### src/hdl/ping_rx_pkg.sv
// Shared types and constants of the ping receive checker
// Byte stream is one byte per beat, so no keep mask exists
// Expected checksums in the echo template are fixed at zero
package ping_rx_pkg;

	localparam int HEADER_BYTES = 40; // Leading bytes checked against the template
	localparam int ID_HI_INDEX  = 40;
	localparam int ID_LO_INDEX  = 41; // Frame needs 42 bytes to carry a full id
	localparam int INDEX_W      = 8;  // Byte position saturates at 255

	// ICMP type byte of the expected echo
	typedef enum logic [7:0] {
		ECHO_REPLY   = 8'h00,
		ECHO_REQUEST = 8'h08
	} echo_type_e;

	typedef enum logic [1:0] {
		STATUS_OK       = 2'd0,
		STATUS_MISMATCH = 2'd1,
		STATUS_SHORT    = 2'd2
	} result_status_e;

	// Static while frames flow
	typedef struct packed {
		logic [47:0] mac_dst;
		logic [47:0] mac_src;
		logic [31:0] ip_src;
		logic [31:0] ip_dst;
		logic [15:0] frame_id;
		logic [15:0] log_id;
		echo_type_e  echo_type;
	} ping_config_t;

	typedef struct packed {
		logic [7:0]         data;
		logic               last;
		logic [INDEX_W-1:0] index; // Position within the frame
	} rx_beat_t;

	typedef struct packed {
		logic [15:0]    ping_id;
		result_status_e status;
	} ping_result_t;

endpackage

### src/hdl/rx_byte_indexer.sv
// Receive stream cannot stall, every valid beat is taken
// A gap in s_valid restarts the byte count of the frame
`timescale 1ns/1ps

module rx_byte_indexer import ping_rx_pkg::*; (
	input  logic       clk_rx,
	input  logic       rst_rx,
	input  logic [7:0] s_data,
	input  logic       s_last,
	input  logic       s_valid,
	output rx_beat_t   beat,
	output logic       beat_valid
);

	logic [INDEX_W-1:0] pos; // Position of the next incoming byte

	always_ff @(posedge clk_rx) begin
		if (rst_rx) begin
			pos        <= '0;
			beat_valid <= 1'b0;
		end else begin
			beat_valid <= s_valid;
			if (!s_valid || s_last)
				pos <= '0; // Next byte starts a new frame
			else if (pos != '1)
				pos <= pos + 1'b1; // Hold at 255 on long frames
		end
	end

	// Indexed beat, qualified by beat_valid
	always_ff @(posedge clk_rx) begin
		beat.data  <= s_data;
		beat.last  <= s_last;
		beat.index <= pos;
	end

endmodule

### src/hdl/echo_header_matcher.sv
// Checks header bytes 0 to 39 against the echo template built from cfg
// cfg must not change while a frame is in flight
// Bytes at index 40 and above are ignored here
`timescale 1ns/1ps

module echo_header_matcher import ping_rx_pkg::*; (
	input  logic         clk_rx,
	input  logic         rst_rx,
	input  ping_config_t cfg,
	input  rx_beat_t     beat,
	input  logic         beat_valid,
	output logic         match_done,
	output logic         header_ok
);

	logic [0:HEADER_BYTES-1][7:0] tmpl; // Entry 0 is the first byte on the wire
	logic [5:0] hdr_idx;
	logic [7:0] expected;
	logic       in_header;
	logic       first;
	logic       differs;
	logic       mismatch;      // Sticky over the current frame
	logic       mismatch_next;

	// MAC, EtherType, IPv4 header, ICMP echo header
	assign tmpl = {
		cfg.mac_dst,
		cfg.mac_src,
		48'h08004500001C,
		cfg.frame_id,
		48'h400040010000, // DF, TTL 64, ICMP, zero checksum
		cfg.ip_src,
		cfg.ip_dst,
		cfg.echo_type,
		24'd0,            // Code and zero checksum
		cfg.log_id
	};

	assign in_header = beat.index < INDEX_W'(HEADER_BYTES);
	assign first     = beat.index == '0;
	assign hdr_idx   = in_header ? beat.index[5:0] : 6'd0;
	assign expected  = tmpl[hdr_idx];
	assign differs   = in_header && (beat.data != expected);

	// First byte drops what the previous frame left behind
	assign mismatch_next = (first ? 1'b0 : mismatch) | differs;

	always_ff @(posedge clk_rx) begin
		if (rst_rx) begin
			mismatch   <= 1'b0;
			match_done <= 1'b0;
			header_ok  <= 1'b0;
		end else begin
			match_done <= beat_valid && beat.last;
			if (beat_valid) begin
				mismatch <= mismatch_next;
				if (beat.last)
					header_ok <= !mismatch_next; // Includes the last byte itself
			end
		end
	end

endmodule

### src/hdl/ping_id_extractor.sv
// Takes the ping identifier from bytes 40 and 41 of each frame
// id_complete is low for frames that end before byte 41
`timescale 1ns/1ps

module ping_id_extractor import ping_rx_pkg::*; (
	input  logic        clk_rx,
	input  logic        rst_rx,
	input  rx_beat_t    beat,
	input  logic        beat_valid,
	output logic        id_done,
	output logic        id_complete,
	output logic [15:0] captured_id
);

	logic [7:0] id_hi;
	logic [7:0] id_lo;
	logic [7:0] hi_next;
	logic [7:0] lo_next;
	logic       is_hi;
	logic       is_lo;
	logic       seen_lo;
	logic       seen_next;

	assign is_hi     = beat.index == INDEX_W'(ID_HI_INDEX);
	assign is_lo     = beat.index == INDEX_W'(ID_LO_INDEX);
	assign hi_next   = is_hi ? beat.data : id_hi;
	assign lo_next   = is_lo ? beat.data : id_lo;
	assign seen_next = (beat.index == '0 ? 1'b0 : seen_lo) | is_lo;

	always_ff @(posedge clk_rx) begin
		if (rst_rx) begin
			seen_lo     <= 1'b0;
			id_done     <= 1'b0;
			id_complete <= 1'b0;
		end else begin
			id_done <= beat_valid && beat.last;
			if (beat_valid) begin
				seen_lo <= seen_next;
				if (beat.last)
					id_complete <= seen_next;
			end
		end
	end

	// Identifier bytes and output copy
	always_ff @(posedge clk_rx) begin
		if (beat_valid) begin
			id_hi <= hi_next;
			id_lo <= lo_next;
			if (beat.last)
				captured_id <= {hi_next, lo_next}; // Low byte may come on the last beat
		end
	end

endmodule

### src/hdl/ping_result_merger.sv
// Merges the header and id verdicts into one result per frame
// Output holds one entry; results arriving while it is blocked are dropped
// dropped_count saturates at FFFF
`timescale 1ns/1ps

module ping_result_merger import ping_rx_pkg::*; (
	input  logic         clk_rx,
	input  logic         rst_rx,
	input  logic         match_done,
	input  logic         header_ok,
	input  logic         id_complete,
	input  logic [15:0]  captured_id,
	output ping_result_t result,
	output logic         result_valid,
	input  logic         result_ready,
	output logic [15:0]  ping_id,
	output logic [15:0]  dropped_count
);

	result_status_e status;
	logic           load;  // New result enters the holding register
	logic           drop;

	// Short frames win over header errors
	always_comb begin
		if (!id_complete)
			status = STATUS_SHORT;
		else if (!header_ok)
			status = STATUS_MISMATCH;
		else
			status = STATUS_OK;
	end

	assign load = match_done && (!result_valid || result_ready);
	assign drop = match_done && result_valid && !result_ready;

	always_ff @(posedge clk_rx) begin
		if (rst_rx) begin
			result_valid  <= 1'b0;
			ping_id       <= '1;
			dropped_count <= '0;
		end else begin
			if (load)
				result_valid <= 1'b1;
			else if (result_ready)
				result_valid <= 1'b0; // Held entry accepted

			// Updated on a match even if the result itself is dropped
			if (match_done && status == STATUS_OK)
				ping_id <= captured_id;

			if (drop && dropped_count != '1)
				dropped_count <= dropped_count + 1'b1;
		end
	end

	always_ff @(posedge clk_rx) begin
		if (load) begin
			result.ping_id <= captured_id;
			result.status  <= status;
		end
	end

endmodule

### src/hdl/ping_rx_top.sv
// Receive checker of the latency probe, single clk_rx domain
// cfg is assumed static while frames are received
// Result appears three register stages after the last byte
`timescale 1ns/1ps

module ping_rx_top import ping_rx_pkg::*; (
	input  logic         clk_rx,
	input  logic         rst_rx,
	input  ping_config_t cfg,
	input  logic [7:0]   s_data,
	input  logic         s_last,
	input  logic         s_valid,
	output ping_result_t result,
	output logic         result_valid,
	input  logic         result_ready,
	output logic [15:0]  ping_id,
	output logic [15:0]  dropped_count
);

	rx_beat_t    beat;
	logic        beat_valid;
	logic        match_done;
	logic        header_ok;
	logic        id_complete;
	logic [15:0] captured_id;

	rx_byte_indexer rx_byte_indexer_inst (
		.clk_rx     (clk_rx),
		.rst_rx     (rst_rx),
		.s_data     (s_data),
		.s_last     (s_last),
		.s_valid    (s_valid),
		.beat       (beat),
		.beat_valid (beat_valid)
	);

	echo_header_matcher echo_header_matcher_inst (
		.clk_rx     (clk_rx),
		.rst_rx     (rst_rx),
		.cfg        (cfg),
		.beat       (beat),
		.beat_valid (beat_valid),
		.match_done (match_done),
		.header_ok  (header_ok)
	);

	// id_done coincides with match_done, merger strobes on the latter
	ping_id_extractor ping_id_extractor_inst (
		.clk_rx      (clk_rx),
		.rst_rx      (rst_rx),
		.beat        (beat),
		.beat_valid  (beat_valid),
		.id_done     (),
		.id_complete (id_complete),
		.captured_id (captured_id)
	);

	ping_result_merger ping_result_merger_inst (
		.clk_rx        (clk_rx),
		.rst_rx        (rst_rx),
		.match_done    (match_done),
		.header_ok     (header_ok),
		.id_complete   (id_complete),
		.captured_id   (captured_id),
		.result        (result),
		.result_valid  (result_valid),
		.result_ready  (result_ready),
		.ping_id       (ping_id),
		.dropped_count (dropped_count)
	);

endmodule

### config.mk
export PLATFORM = sky130hd
export DESIGN_NAME = ping_rx_top
export DESIGN_NICKNAME = d
export VERILOG_FILES = /design/src/hdl/ping_rx_pkg.sv /design/src/hdl/rx_byte_indexer.sv /design/src/hdl/echo_header_matcher.sv /design/src/hdl/ping_id_extractor.sv /design/src/hdl/ping_result_merger.sv /design/src/hdl/ping_rx_top.sv
export SDC_FILE = /design/constraint.sdc
export NUM_CORES = 1
export LEC_CHECK = 0
export ABC_AREA = 1
export BUFFER_PORTS_ARGS = -buffer_cell sky130_fd_sc_hd__buf_2
export CAP_MARGIN = 20
export CELL_PAD_IN_SITES_DETAIL_PLACEMENT = 2
export CELL_PAD_IN_SITES_GLOBAL_PLACEMENT = 2
export CORE_MARGIN = 1
export CORE_UTILIZATION = 25
export DETAILED_ROUTE_END_ITERATION = 10
export PLACE_DENSITY_LB_ADDON = 0.25
export SLEW_MARGIN = 20
export SYNTH_ARGS = -nofsm -noshare
export SYNTH_HDL_FRONTEND = slang
export SYNTH_SLANG_ARGS = --single-unit
### constraint.sdc
create_clock -name clk_rx -period 2.65 [get_ports clk_rx]
set_input_delay 0 -clock clk_rx [delete_from_list [all_inputs] [get_ports clk_rx]]
set_output_delay 0 -clock clk_rx [all_outputs]
set_load 0.03 [all_outputs]
==> results.cfg <==
[power_and_ir_drop]
switchingPower_mw = 1.20
clkPwrFrac = 0.480
powerDensity_nw_per_um2 = 496
power_mw = 4.56
p_seq_frac = 0.414
sw_frac_of_total = 0.262
intPower_mw = 3.37
power_frac_comb = 0.107
ir_drop_mv = 0.426
p_leak_nw = 4.38

[cts]
cts_sinks = 114
clk_pin_slew_ns = 0.07
cts_root_buf = clkbuf_16
cts_tree = yes
cts_buffers = 17
clockBufferDepth = 2
htree_levels = 4
clk_latency_ns = 0.42

[placed_design]
placed_cell_area_um2 = 8360
hpwl_mm = 23.3
numPortBuffers = 263
pre_cts_ws_ns = -0.0471
gp_congestion = 0.827
dp_cells = 1517

[sta]
fin_crit_sh = 0.952
timing.final.max_slew_violations = 0
fin_tns_setup_ns = 0
setup_violations = 0
whs_ns = 0.228
fmax_mhz = 397
worstMarginPinSlew_ns = 0.586
rsz0062_at_grt = yes
slew_headroom = 0.608
hold_viol = 0
period_needed_ns = 2.52
setup_ws_ns = 0.128
finalClockSkew_ns = 0.0140

[worst_setup_path]
rr_endpoint = echo_header_matcher_inst.mismatch
r2r_cells = 19
r2r_slack_ns = 0.13
path_class = flip-flop to flip-flop
cp_max_fo = 13
cp-end-kind = flip-flop
cp-start-kind = flip-flop
critPathArrivalTime_ns = 2.84
required_ns = 2.97
r2r-start = rx_byte_indexer_inst.beat[7]

[cells_and_area]
postLayoutCoreUtil = 0.364
final_common_cell = nand2_1
layout_common_cells = 274 x nand2_1, 263 x buf_2, 118 x nor2_1
fin_area_um2 = 9190
area_growth_pct = 42.0
stdcell_count = 1569
nets = 1440
drive_above_1_share = 0.322

[route]
drt-total-wl_mm = 29.7
drt_pre_antenna_iters = 6
vias_per_cell = 4.70
drcViolationCount = 0
wl_per_cell_um = 18.9
num_vias = 7382
drtIter0Drc = 345
postRouteAntennaNets = 0

[global_route]
grt_max_degree = 37
grt_pass1_wl_mm = 45.1
grt_pass1_vias = 8159
overflow = 0
antenna_found_initial = 1
grt_usage = 0.227

[min_path]
min_to = rx_byte_indexer_inst.beat[16]
hold_depth = 2
hold_path_class = primary input to flip-flop
hp-start = s_data[7]

[synth]
ys_ff_latch = 114
ys_warn_count = 0
netlist_top_cells_area = edfxtp_1 23%, dfxtp_1 20%, nand2_1 16%
synth_fp_nets = 1131
synth_area_per_cell_um2 = 7.06
syn_inst = 916
syn-cell-area_um2 = 6470
yosys.area.top_type = edfxtp_1
yosysSeqAreaShare = 0.430
ys_types = 41
synth_top_area_share = 0.232

[floorplan]
core_area_um2 = 25300
row_count = 58
io_pins = 264
initial_core_util = 0.256
dieWidth_um = 163
die_area_um2 = 26500
chipHeight_um = 163

[status]
status = complete, no violations

[run]
max_cap_violations = 0
-- flip-flops by register name (all words and copies together) (netlist names), 8 cells and up --
signal / cells
ping_result_merger_inst.result: 18
ping_id_extractor_inst.id_hi: 8
ping_result_merger_inst.dropped_count: 16
rx_byte_indexer_inst.beat: 17
ping_result_merger_inst.ping_id: 16
ping_id_extractor_inst.id_lo: 8
ping_id_extractor_inst.captured_id: 16
rx_byte_indexer_inst.pos: 8
-- metal layers --
| metal | routed length [µm] | vias to the layer above | GRT usage |
|---|---|---|---|
| met5 | 0 | - | 0 |
| met2 | 15300 | 201 | 0.418 |
| met3 | 1430 | 27 | 0.0469 |
| met1 | 12400 | 3559 | 0.261 |
| li1 | - | 3595 | - |
| met4 | 535 | 0 | 0.0667 |
-- how the worst max path moves through the flow --
stage                                                   startpoint                                   endpoint  slack [ns]  depth (start not counted)
after global routing                  rx_byte_indexer_inst.beat[7]          echo_header_matcher_inst.mismatch       -0.07                         19
after CTS                             rx_byte_indexer_inst.beat[4]          echo_header_matcher_inst.mismatch        0.02                         19
after floorplan           ping_result_merger_inst.dropped_count[1]  ping_result_merger_inst.dropped_count[11]        0.27                         12
after detailed placement              rx_byte_indexer_inst.beat[7]          echo_header_matcher_inst.mismatch       -0.05                         20
after global placement                rx_byte_indexer_inst.beat[7]          echo_header_matcher_inst.mismatch        0.05                         18
final                                 rx_byte_indexer_inst.beat[7]          echo_header_matcher_inst.mismatch        0.13                         19
-- critical path, cell delays in order, from the launching register on --
cell and delay, ns:
dfxtp_2 0.35, nor2_8 0.15, buf_4 0.16, nand4_4 0.15, buf_6 0.19, or2_2 0.28, nand3_1 0.15, nand3_1 0.09
nand2_1 0.10, nand3_1 0.11, nand2_1 0.08, nand2_1 0.05, nand2_1 0.06, nand2_1 0.07, nor2_2 0.13, nand2_1 0.06
nand2_1 0.07, nand3_1 0.07, nand2_1 0.08, inv_1 0.03
-- timing repair --
| item | in CTS | in global routing |
|---|---|---|
| pin swaps | 1 | 4 |
| endpoints found under the setup margin | 2 | 4 |
| buffers inserted | 2 | 3 |
| hold endpoints to repair | 14 | 0 |
| gates resized for setup | 2 | 22 |
| hold buffers | 14 | 0 |
-- cell usage after synthesis, drive strengths merged --
| cell | number |
|---|---|
| o22ai | 5 |
| nand4 | 10 |
| nand3 | 104 |
| clkinv | 2 |
| clkbuf | 11 |
| a211oi | 3 |
| buf | 22 |
| edfxtp | 50 |
| inv | 88 |
| o211ai | 2 |
| o21a | 3 |
| o21ai | 62 |
| a21oi | 36 |
| nor2 | 126 |
| nand2 | 276 |
| nand3b | 3 |
| o21ba | 1 |
| a31oi | 2 |
| nor3b | 2 |
| ha | 2 |
| or3 | 1 |
| or2 | 30 |
| dfxtp | 64 |
| xor2 | 1 |
| nor3 | 8 |
| o221ai | 2 |
-- cell families (layout without fill, tap and decap cells) --
| logic type | Yosys count | in the layout | synth area share |
|---|---|---|---|
| simple gates | 560 | 560 | 0.385 |
| buf+inv | 123 | 445 | 0.0818 |
| compound gates | 116 | 116 | 0.0984 |
| fa+ha+maj | 2 | 2 | 0.00387 |
| other cells | 0 | 1 | 0 |
| flops | 114 | 114 | 0.430 |
| xor+xnor | 1 | 1 | 0.00135 |
-- cell type report --
cell class,instances,area [µm²]
clock buffer,18,450
antenna,1,2.50
timing repair buffer,323,1870
multi-input combinational,679,3200
clock inverter,14,119
sequential,114,2790
fill,3092,16100
tap,330,413
inverter,90,350
-- power by group through the flow --
stage / clock network [mW] / registers, mW / logic (mW)
2_1_floorplan: 0 / 1.93 / 0.185
3_3_place_gp: 0 / 1.92 / 0.456
3_5_place_dp: 0 / 1.92 / 0.466
4_1_cts: 2.25 / 1.89 / 0.488
5_1_grt: 2.33 / 1.89 / 0.538
6_report: 2.19 / 1.89 / 0.488
Note: power is estimated with default switching activity, not from simulation.
